`src/hw/pcs_rx_pkg.sv`:
```
// 10GBASE-R receive PCS shared widths, block codes, XGMII characters and enums
package pcs_rx_pkg;

	// widths
	localparam int LANES             = 8;
	localparam int LANE_WIDTH        = 8;
	localparam int DATA_WIDTH        = LANES * LANE_WIDTH;
	localparam int CTRL_WIDTH        = LANES;
	localparam int SYNC_WIDTH        = 2;
	localparam int BLOCK_WIDTH       = SYNC_WIDTH + DATA_WIDTH;
	localparam int ERROR_COUNT_WIDTH = 32;

	typedef logic [BLOCK_WIDTH-1:0]       block_t;       // sync header on top
	typedef logic [DATA_WIDTH-1:0]        data_t;        // lane 0 in low byte
	typedef logic [CTRL_WIDTH-1:0]        ctrl_t;        // one flag per lane
	typedef logic [ERROR_COUNT_WIDTH-1:0] error_count_t;

	// sync headers, bits 65..64 of the block
	localparam logic [SYNC_WIDTH-1:0] SYNC_DATA = 2'b01;
	localparam logic [SYNC_WIDTH-1:0] SYNC_CTRL = 2'b10;

	// block type field of a control block, payload bits 7..0
	localparam logic [LANE_WIDTH-1:0] BT_IDLE  = 8'h1E;
	localparam logic [LANE_WIDTH-1:0] BT_START = 8'h78;
	localparam logic [LANE_WIDTH-1:0] BT_TERM0 = 8'h87;
	localparam logic [LANE_WIDTH-1:0] BT_TERM1 = 8'h99;
	localparam logic [LANE_WIDTH-1:0] BT_TERM2 = 8'hAA;
	localparam logic [LANE_WIDTH-1:0] BT_TERM3 = 8'hB4;
	localparam logic [LANE_WIDTH-1:0] BT_TERM4 = 8'hCC;
	localparam logic [LANE_WIDTH-1:0] BT_TERM5 = 8'hD2;
	localparam logic [LANE_WIDTH-1:0] BT_TERM6 = 8'hE1;
	localparam logic [LANE_WIDTH-1:0] BT_TERM7 = 8'hFF;

	// XGMII control characters
	localparam logic [LANE_WIDTH-1:0] XG_IDLE  = 8'h07;
	localparam logic [LANE_WIDTH-1:0] XG_START = 8'hFB;
	localparam logic [LANE_WIDTH-1:0] XG_TERM  = 8'hFD;
	localparam logic [LANE_WIDTH-1:0] XG_ERROR = 8'hFE;

	// error block sent in place of a bad block
	localparam data_t ERROR_DATA = {LANES{XG_ERROR}};
	localparam ctrl_t ERROR_CTRL = {CTRL_WIDTH{1'b1}};

	// block classes as seen by the decoder
	typedef enum logic [2:0]
	{
		TYPE_C,  // all idle
		TYPE_S,  // start in lane 0
		TYPE_D,  // all data
		TYPE_T,  // one of the eight terminates
		TYPE_E   // anything else
	} r_type_e;

	// receive decoder states
	typedef enum logic [2:0]
	{
		RX_INIT,
		RX_C,
		RX_D,
		RX_T,
		RX_E
	} rx_state_e;

endpackage

```
`src/hw/pcs_rx_decoder_top.sv`:
```
// 10GBASE-R receive decoder top: block classifier feeding the sequence check FSM
`timescale 1ns/1ps

module pcs_rx_decoder_top
	import pcs_rx_pkg::*;
(
	input  logic         i_clock,
	input  logic         i_reset,
	input  logic         i_enable,
	input  block_t       i_block,
	input  logic         i_block_valid,
	output data_t        o_rx_data,
	output ctrl_t        o_rx_ctrl,
	output logic         o_rx_valid,
	output logic         o_frame_gap,
	output error_count_t o_error_count
);

	data_t   cls_data;
	ctrl_t   cls_ctrl;
	r_type_e cls_r_type;
	r_type_e cls_r_type_next;  // type of the block behind
	logic    cls_valid;

	rx_block_classifier u_classifier
	(
		.i_clock       (i_clock),
		.i_reset       (i_reset),
		.i_enable      (i_enable),
		.i_block       (i_block),
		.i_block_valid (i_block_valid),
		.o_data        (cls_data),
		.o_ctrl        (cls_ctrl),
		.o_r_type      (cls_r_type),
		.o_r_type_next (cls_r_type_next),
		.o_valid       (cls_valid)
	);

	rx_decoder_fsm u_decoder_fsm
	(
		.i_clock          (i_clock),
		.i_reset          (i_reset),
		.i_enable         (i_enable),
		.i_valid          (cls_valid),
		.i_r_type         (cls_r_type),
		.i_r_type_next    (cls_r_type_next),
		.i_rx_data        (cls_data),
		.i_rx_control     (cls_ctrl),
		.o_rx_raw_data    (o_rx_data),
		.o_rx_raw_control (o_rx_ctrl),
		.o_rx_valid       (o_rx_valid),
		.o_frame_gap      (o_frame_gap),
		.o_error_count    (o_error_count)
	);

endmodule

```
`src/hw/rx_block_classifier.sv`:
```
// 64b/66b block classifier: decodes blocks to XGMII lanes with one-block type lookahead
`timescale 1ns/1ps

module rx_block_classifier
	import pcs_rx_pkg::*;
(
	input  logic    i_clock,
	input  logic    i_reset,
	input  logic    i_enable,
	input  block_t  i_block,
	input  logic    i_block_valid,
	output data_t   o_data,
	output ctrl_t   o_ctrl,
	output r_type_e o_r_type,
	output r_type_e o_r_type_next,
	output logic    o_valid
);

	// terminate codes, code k sits at byte k
	localparam logic [DATA_WIDTH-1:0] TERM_CODES =
	{
		BT_TERM7, BT_TERM6, BT_TERM5, BT_TERM4,
		BT_TERM3, BT_TERM2, BT_TERM1, BT_TERM0
	};

	logic [SYNC_WIDTH-1:0] sync;
	data_t                 payload;
	data_t                 payload_shifted;  // payload byte i+1 in lane i
	logic [LANE_WIDTH-1:0] block_type;
	logic                  idle_clean;

	logic                  term_hit;
	int                    term_lane;

	data_t                 dec_data;
	ctrl_t                 dec_ctrl;
	r_type_e               dec_type;

	logic                  accept;

	// lookahead stage
	data_t                 look_data;
	ctrl_t                 look_ctrl;
	r_type_e               look_type;
	logic                  look_full;

	assign sync            = i_block[BLOCK_WIDTH-1 -: SYNC_WIDTH];
	assign payload         = i_block[DATA_WIDTH-1:0];
	assign payload_shifted = payload >> LANE_WIDTH;
	assign block_type      = payload[LANE_WIDTH-1:0];
	assign idle_clean      = (payload[DATA_WIDTH-1:LANE_WIDTH] == '0);
	assign accept          = i_enable && i_block_valid;

	// which terminate, if any
	always_comb
	begin
		term_hit  = 1'b0;
		term_lane = 0;
		for (int k = 0; k < LANES; k++)
		begin
			if (block_type == TERM_CODES[k*LANE_WIDTH +: LANE_WIDTH])
			begin
				term_hit  = 1'b1;
				term_lane = k;
			end
		end
	end

	always_comb
	begin
		dec_data = ERROR_DATA;  // default for anything unknown
		dec_ctrl = ERROR_CTRL;
		dec_type = TYPE_E;

		if (sync == SYNC_DATA)
		begin
			dec_data = payload;
			dec_ctrl = '0;
			dec_type = TYPE_D;
		end
		else if (sync == SYNC_CTRL)
		begin
			if (block_type == BT_IDLE && idle_clean)
			begin
				dec_data = {LANES{XG_IDLE}};
				dec_ctrl = '1;
				dec_type = TYPE_C;
			end
			else if (block_type == BT_START)
			begin
				dec_data = {payload[DATA_WIDTH-1:LANE_WIDTH], XG_START};
				dec_ctrl = ctrl_t'(1);  // only lane 0 is control
				dec_type = TYPE_S;
			end
			else if (term_hit)
			begin
				for (int i = 0; i < LANES; i++)
				begin
					if (i < term_lane)
						dec_data[i*LANE_WIDTH +: LANE_WIDTH] =
							payload_shifted[i*LANE_WIDTH +: LANE_WIDTH];
					else if (i == term_lane)
						dec_data[i*LANE_WIDTH +: LANE_WIDTH] = XG_TERM;
					else
						dec_data[i*LANE_WIDTH +: LANE_WIDTH] = XG_IDLE;
					dec_ctrl[i] = (i >= term_lane);  // control from the T lane up
				end
				dec_type = TYPE_T;
			end
		end
	end

	// new block into lookahead, previous one out with its successor's type
	always_ff @(posedge i_clock)
	begin
		if (i_reset)
		begin
			look_full     <= 1'b0;
			look_type     <= TYPE_E;
			o_r_type      <= TYPE_E;
			o_r_type_next <= TYPE_E;
			o_valid       <= 1'b0;
		end
		else if (i_enable)
		begin
			o_valid <= accept && look_full;
			if (accept)
			begin
				look_full     <= 1'b1;
				look_type     <= dec_type;
				o_r_type      <= look_type;
				o_r_type_next <= dec_type;
			end
		end
	end

	// lane payload, no reset
	always_ff @(posedge i_clock)
	begin
		if (accept)
		begin
			look_data <= dec_data;
			look_ctrl <= dec_ctrl;
			o_data    <= look_data;
			o_ctrl    <= look_ctrl;
		end
	end

endmodule

```
`src/hw/rx_decoder_fsm.sv`:
```
// receive decoder FSM: checks block order, substitutes error blocks and counts them
`timescale 1ns/1ps

module rx_decoder_fsm
	import pcs_rx_pkg::*;
(
	input  logic         i_clock,
	input  logic         i_reset,
	input  logic         i_enable,
	input  logic         i_valid,
	input  r_type_e      i_r_type,
	input  r_type_e      i_r_type_next,
	input  data_t        i_rx_data,
	input  ctrl_t        i_rx_control,
	output data_t        o_rx_raw_data,
	output ctrl_t        o_rx_raw_control,
	output logic         o_rx_valid,
	output logic         o_frame_gap,
	output error_count_t o_error_count
);

	rx_state_e state;
	rx_state_e state_next;

	logic      step;          // one block to process this cycle
	logic      term_ok;       // terminate followed by idle or start
	logic      to_error;
	logic      gap;

	assign step     = i_enable && i_valid;
	assign term_ok  = (i_r_type_next == TYPE_C) || (i_r_type_next == TYPE_S);
	assign to_error = (state_next == RX_E);
	assign gap      = (state == RX_T) && (state_next == RX_C);

	always_comb
	begin
		state_next = RX_E;

		case (state)
			RX_INIT, RX_C, RX_T:
			begin
				if (i_r_type == TYPE_C)
					state_next = RX_C;
				else if (i_r_type == TYPE_S)
					state_next = RX_D;
			end

			RX_D:
			begin
				if (i_r_type == TYPE_D)
					state_next = RX_D;
				else if (i_r_type == TYPE_T && term_ok)
					state_next = RX_T;
			end

			RX_E:
			begin
				// recovery also allowed straight into a frame
				if (i_r_type == TYPE_C)
					state_next = RX_C;
				else if (i_r_type == TYPE_S || i_r_type == TYPE_D)
					state_next = RX_D;
				else if (i_r_type == TYPE_T && term_ok)
					state_next = RX_T;
			end

			default:
			begin
				state_next = RX_E;
			end
		endcase
	end

	always_ff @(posedge i_clock)
	begin
		if (i_reset)
		begin
			state            <= RX_INIT;
			o_rx_raw_data    <= '0;
			o_rx_raw_control <= '0;
			o_rx_valid       <= 1'b0;
			o_frame_gap      <= 1'b0;
			o_error_count    <= '0;
		end
		else
		begin
			o_rx_valid  <= step;
			o_frame_gap <= step && gap;  // idle right after an accepted terminate

			if (step)
			begin
				state <= state_next;
				if (to_error)
				begin
					o_rx_raw_data    <= ERROR_DATA;
					o_rx_raw_control <= ERROR_CTRL;
					o_error_count    <= o_error_count + error_count_t'(1);
				end
				else
				begin
					o_rx_raw_data    <= i_rx_data;
					o_rx_raw_control <= i_rx_control;
				end
			end
		end
	end

endmodule

```
`config.mk`:
```
export PLATFORM = sky130hd
export DESIGN_NAME = pcs_rx_decoder_top
export DESIGN_NICKNAME = d
export VERILOG_FILES = /design/src/hw/pcs_rx_pkg.sv /design/src/hw/pcs_rx_decoder_top.sv /design/src/hw/rx_block_classifier.sv /design/src/hw/rx_decoder_fsm.sv
export SDC_FILE = /design/constraint.sdc
export NUM_CORES = 1
export LEC_CHECK = 0
export BUFFER_PORTS_ARGS = -buffer_cell sky130_fd_sc_hd__buf_2
export CORE_UTILIZATION = 50
export DETAILED_ROUTE_END_ITERATION = 16
export PLACE_DENSITY = 0.72
export REMOVE_ABC_BUFFERS = 1
export SYNTH_ARGS = -nofsm -noshare
export SYNTH_HDL_FRONTEND = slang
export SYNTH_SLANG_ARGS = --single-unit
export TNS_END_PERCENT = 50
```
`constraint.sdc`:
```
create_clock -name i_clock -period 6.1 [get_ports i_clock]
set_clock_uncertainty 0.1 [all_clocks]
set_input_delay 0.61 -clock i_clock [delete_from_list [all_inputs] [get_ports i_clock]]
set_output_delay 0.61 -clock i_clock [all_outputs]
set_load 0.01 [all_outputs]
```
[Word-level counts from Yosys, hierarchy flattened]
Cells that the tools add are included.
Widths: inputs -> output; s select.
Word-level totals
  flip-flop bits (word level): 261
  output and inout port bits: 106
  word-level logic and storage cells: 131
Operators by class
  $add $sub $neg: 1
  magnitude comparators: 16
  eq/ne operators: 29
  mux-type cells: 54
  reduce and logical (&&, ||, !) cells: 17
Operators by type and width (number)
  $mux 64: 6
  $mux 8: 21
  $eq 8x8->1 const B: 8
  $logic_not 56->1: 1
  $mux 3: 15
  $add 32x1->32 const B: 1
  $logic_not 32->1: 1
  $eq 3x1->1 const B: 4
  $eq 3x2->1 const B: 4
  $eq 3x3->1 const A: 4
  $ge 3x3->1 const A: 4
  $lt 3x3->1 const A: 4
  $logic_not 3->1: 3
  $mux 1: 9
  $pmux 3 s3: 1
  $eq 8x5->1 const B: 1
  $eq 8x7->1 const B: 1
  $logic_and 1x1->1: 7
  $eq 2x3->1 const A: 2
  $eq 3x3->1 const B: 2
  $ge 1x3->1 const A: 2
  $ge 2x3->1 const A: 2
  $lt 1x3->1 const A: 2
  $lt 2x3->1 const A: 2
  other kinds (7): 10

[Depth between registers and ports, before layout]
  word-level depth: 16
  mapped depth: 8
  gate-level depth less buffers: 7

[Hierarchy]
Synthesis repeated with hierarchy kept, for this count alone.
Second synthesis, totals
  cell total of the unflattened synthesis: 993
  area, all modules: 10812.9 um2
Modules (own cells, without submodules)
  rx_block_classifier: times used 1, cells each 458, area an instance 6306.0 um2
  rx_decoder_fsm: times used 1, cells each 535, area an instance 4506.8 um2

[Worst setup path before layout]
OpenSTA, ideal clock, no wires.
  kind: in2reg
  start point: input port i_block_valid
  end point: register u_classifier.look_ctrl[0], enable pin
  library setup time: 1376 ps
  arrival: 3463 ps
  required time: 4624 ps
  setup slack: 1161 ps
  stages on the path: 2
  path buffers: 0
  cells stage by stage: nand2_1 clkinv_1
On the way
  word-level cells in the longest chain between the ends: 1
RTL lines
  from (decl): line pcs_rx_decoder_top.sv:11  | input logic i_block_valid,
  $logic_and 1x1->1: line rx_block_classifier.sv:52  | assign accept = i_enable && i_block_valid;
  net u_classifier.accept: line rx_block_classifier.sv:39  | logic accept;
  to (signal assigned): line rx_block_classifier.sv:143  | look_ctrl <= dec_ctrl;
  to (decl): line rx_block_classifier.sv:43  | ctrl_t look_ctrl;
The timed path passes the listed nets, and every way through them passes these cells.
A chain may end at the register's enable or synchronous reset.

[Final worst setup path]
  start point: input port i_block[1]
  end point: register u_classifier.look_data[37] (data pin)
On the way
  word-level cells in the longest chain between the ends: 16
  elaborated cells between the ends (all ways): 35
  those cells by class: order compare (1); eq/ne (11); mux (22); reduce/logical (1)
RTL lines
  from (decl): line pcs_rx_decoder_top.sv:10  | input block_t i_block,
  parallel branches: the longest is 13 deep, another holds $lt 3x3->1
  $mux 64 (*): line rx_block_classifier.sv:83  | if (block_type == BT_IDLE && idle_clean)
  $mux 64 (*): line rx_block_classifier.sv:81  | else if (sync == SYNC_CTRL)
  $mux 64 (*): line rx_block_classifier.sv:75  | if (sync == SYNC_DATA)
  net u_classifier.dec_data[37]: line rx_block_classifier.sv:35  | data_t dec_data;
  to (signal assigned): line rx_block_classifier.sv:142  | look_data <= dec_data;
  to (decl): line rx_block_classifier.sv:42  | data_t look_data;
Mark *: on every way through the listed nets, which the timed path passes.

==> summary by stage <==
Clock network
Buffers added to address setup during post-CTS repair amount to 0. Clock-pin slew was measured on the worst setup and hold paths at 0.06 ns. The CTS sink count is 261.

The root buffer cell is clkbuf_16. The number of buffers added by the clock tree synthesis step is 26. The number of gates resized after cts is 0. TritonCTS built the clock tree. In this run the number of H-tree levels came out at 1. The count of hold buffers inserted by post-cts repair is 0. No sink is reached through more buffers than the 3 on the longest clock path. The clock insertion delay at the later pin of the skew report is 0.53 ns.

Min path
The path class of the tightest hold or removal check is in2reg. The worst hold path was traced through 3 stages.

Finish
The multi-input gate area in the final layout is 3480 um^2. The post-layout net count is 1210. The area added between synthesis and finish is 18.3%.

The final-layout fill cell count is 1701. The fraction of layout instances using a drive strength above 1 is 20.4%. The post-layout instance count excluding filler cells is 1430. The sequential cell area is 6670 um^2.

Placed design
The count of placed standard cells including taps is 1381. Summed over all nets, the half-perimeter wirelength after detailed placement is 17.4 mm. Routability-driven placement finished with a final weighted congestion of 0.935. The number of buffer cells added on primary ports is 175.

STA
In this run the tightest slew margin relative to its limit is 42.6%. Dividing the final minimum period by the clock period gives 51.2%. The aggregate negative setup slack is 0 ns. Setup repair after global routing left no endpoint under its margin.

The final-report max-slew violation count is 0. The minimum clock period is 3.13 ns. The final hold violation count is 0. For the pin with the worst max-slew slack, the measured transition is 0.852 ns. Setup violations remaining at the end of the flow were counted as 0. The maximum clock frequency is 0.320 GHz.

Floorplanning
Once the floorplan was initialized, standard cells occupied 51.2% of the core. The total area inside the core boundary comes to 20400 um^2. The die covers 21400 um^2. The top-level I/O count is 176. The die height is 146 um.

Measured along the x axis, the die boundary spans 146 um. The total number of placement rows is 52.

Route
The number of violations reported at the end of detailed-routing iteration 0 is 700. The routed layout has 8162 vias. After detailed routing, the number of remaining DRC violations is 0. In this run the remaining antenna-violating nets after routing total 0.

Dividing the detail-routed wire length by the instance count gives 18.0 um. The first-pass detailed-route iteration total is 5. The routed design has 25.8 mm of wire. The mean number of vias per cell is 5.71.

Synthesis
The post-synth design cell area is 10400 um^2. The synthesized design contains 144 enable-type register cells. The Yosys step of the flow raised 0 warnings. In the synthesized netlist the async set-or-reset flop fraction comes to 0%.

The portion of synthesized cell area occupied by the leading cell type is 41.5%. The number of synthesized register bits is 261. The primary flip-flop cell chosen by synthesis mapping is edfxtp_1. The library cell occupying the most area in the post-synthesis netlist is edfxtp_1.

Sorting the synthesized cells by how often they occur yields nor2_1, edfxtp_1, dfxtp_1. nor2_1 is the most common cell in the netlist. By area the synthesized netlist is led by edfxtp_1, dfxtp_1, nor2_1.

A synthesized cell averages 10.6 um^2. After synthesis, flip-flops and latches occupy 63.9% of the total area. The synthesized netlist contains 59 unique library cells.

Synthesis handed over a netlist of 984 instances.

Critical path
Of all nets on the critical path, the largest fanout is 21. The worst setup path is captured at a flop. For the worst setup path, the data arrival time is 3.28 ns.

The number of cells traversed by the worst register-to-register path is 6. The critical path goes through buf_2, and4bb_2, nand4_1, o21ai_1, clkinv_1, buf_4, o21ai_0, a21oi_1. The cell at the slowest stage of the critical path is nand4_1.

The category of the most critical setup path is in2reg. For the worst setup path, the data required time is 6.26 ns. The kind of start point of the critical path is a primary input. The highest cell delay on the worst timing path is 0.57 ns.

Power and ir drop
The cell leakage power is 4.79 nW. For this design the ratio of total power to cell area is 300 nW/um^2. The worst voltage drop across the vdd grid is 207 uV.

Job
Across the run, the number of max-cap violations was 0.

GRT
The number of antenna violations at the first check in global routing is 1. The global-route wire length before repair is 40.9 mm. Entering global routing, the biggest net connects 90 pins. The via count of the first global-routing pass came to 7673.

The residual overflow from global routing is 0. Global routing used 24.0% of the available tracks.

Run status
The flow ran to the end, and the final reports show no timing, DRC or antenna violations.
-- path summary, 6_finish.rpt --
check                               endpoint  slack, ns                       from
max               u_classifier.look_data[37]       2.97                 i_block[1]
min                     u_classifier.o_valid       0.27              i_block_valid
max reg2reg  u_decoder_fsm.o_error_count[31]       3.65     u_decoder_fsm.state[2]
min reg2reg           u_classifier.o_data[5]       0.31  u_classifier.look_data[5]
-- layer usage --
layer	vias up	track usage, %	part of all wire (%)
li1	3855	-	-
met1	3856	33.1	43
met2	392	38.3	46
met3	57	4.44	8.5
met4	2	8.18	2.7
met5	-	0	0.050
-- logic make-up (layout without fill, tap and decap cells) --
family	after synthesis	count (layout)	share of synthesized area [%]
fa+ha+maj	1	1	0.120
other cells	0	1	0
flops	261	261	63.9
simple gates	464	464	21.2
xor+xnor	24	24	2.02
buf+inv	71	246	2.72
compound gates	163	163	10.0
-- worst max-delay path: cells and delay by family --
family	cells	cell delay [ns]
buffers and inverters	3	1.07
AO/OA/AOI/OAI	3	0.68
AND/OR/NAND/NOR	2	0.91
-- final cells by class --
cell class	instances	share of cell area, %
well taps	270	2.74
multi-input cells	652	28.2
clock buffers	38	6.05
repair buffers	182	7.55
flip-flops and latches	261	54.0
clock inverters	10	0.832
inverters	16	0.527
diodes	1	0.0203
-- cell usage in the layout, fill, tap and decap left out, types with 7 or more instances in the layout --
master	Yosys	layout
a22oi_1	10	10
buf_4	0	8
xnor2_1	24	24
clkbuf_1	46	8
nand4_1	12	12
clkbuf_16	0	27
or3_1	7	7
and2_1	11	10
nor2b_1	7	7
a21oi_1	53	53
inv_1	14	14
o22a_1	8	8
o41ai_1	7	7
nor4bb_1	10	10
nor2_1	209	209
dfxtp_1	117	117
o21ai_0	44	44
nand3_1	12	12
nor4_1	26	26
edfxtp_1	144	144
o32a_1	10	10
buf_2	8	174
nand2b_1	10	10
nand2_1	66	65
nor3_1	71	71
-- registers in the layout, indices dropped and copies added, names as in the netlist, 8 cells and up --
register / flops
u_classifier.o_data: 64
u_classifier.look_data: 64
u_classifier.o_ctrl: 8
u_classifier.look_ctrl: 8
u_decoder_fsm.o_error_count: 32
u_decoder_fsm.o_rx_raw_data: 64
u_decoder_fsm.o_rx_raw_control: 8
-- where the power goes --
part	leakage (nW)	switching, W	total [W]	internal, W
sequential	2.39	0.0000203	0.00194	0.00192
clock	0.415	0.000657	0.00159	0.000934
combinational	1.99	0.000118	0.000170	0.0000525
-- metrics by stage --
step / cell area, um^2 / setup slack, ns / util, % / total power [W] / hold WS (ns)
6_report: 12300 / 2.97 / 60.6 / 0.00370 / 0.268
2_1_floorplan: 10200 / 1.16 / - / 0.00205 / 0.300
5_1_grt: 12300 / 2.81 / 60.6 / 0.00380 / 0.283
3_5_place_dp: 11500 / 2.56 / 56.4 / 0.00215 / 0.305
3_3_place_gp: 11500 / 2.63 / 56.4 / 0.00214 / 0.301
4_1_cts: 12300 / 3.09 / 60.6 / 0.00372 / 0.256
(Power assumes the default switching activity.)
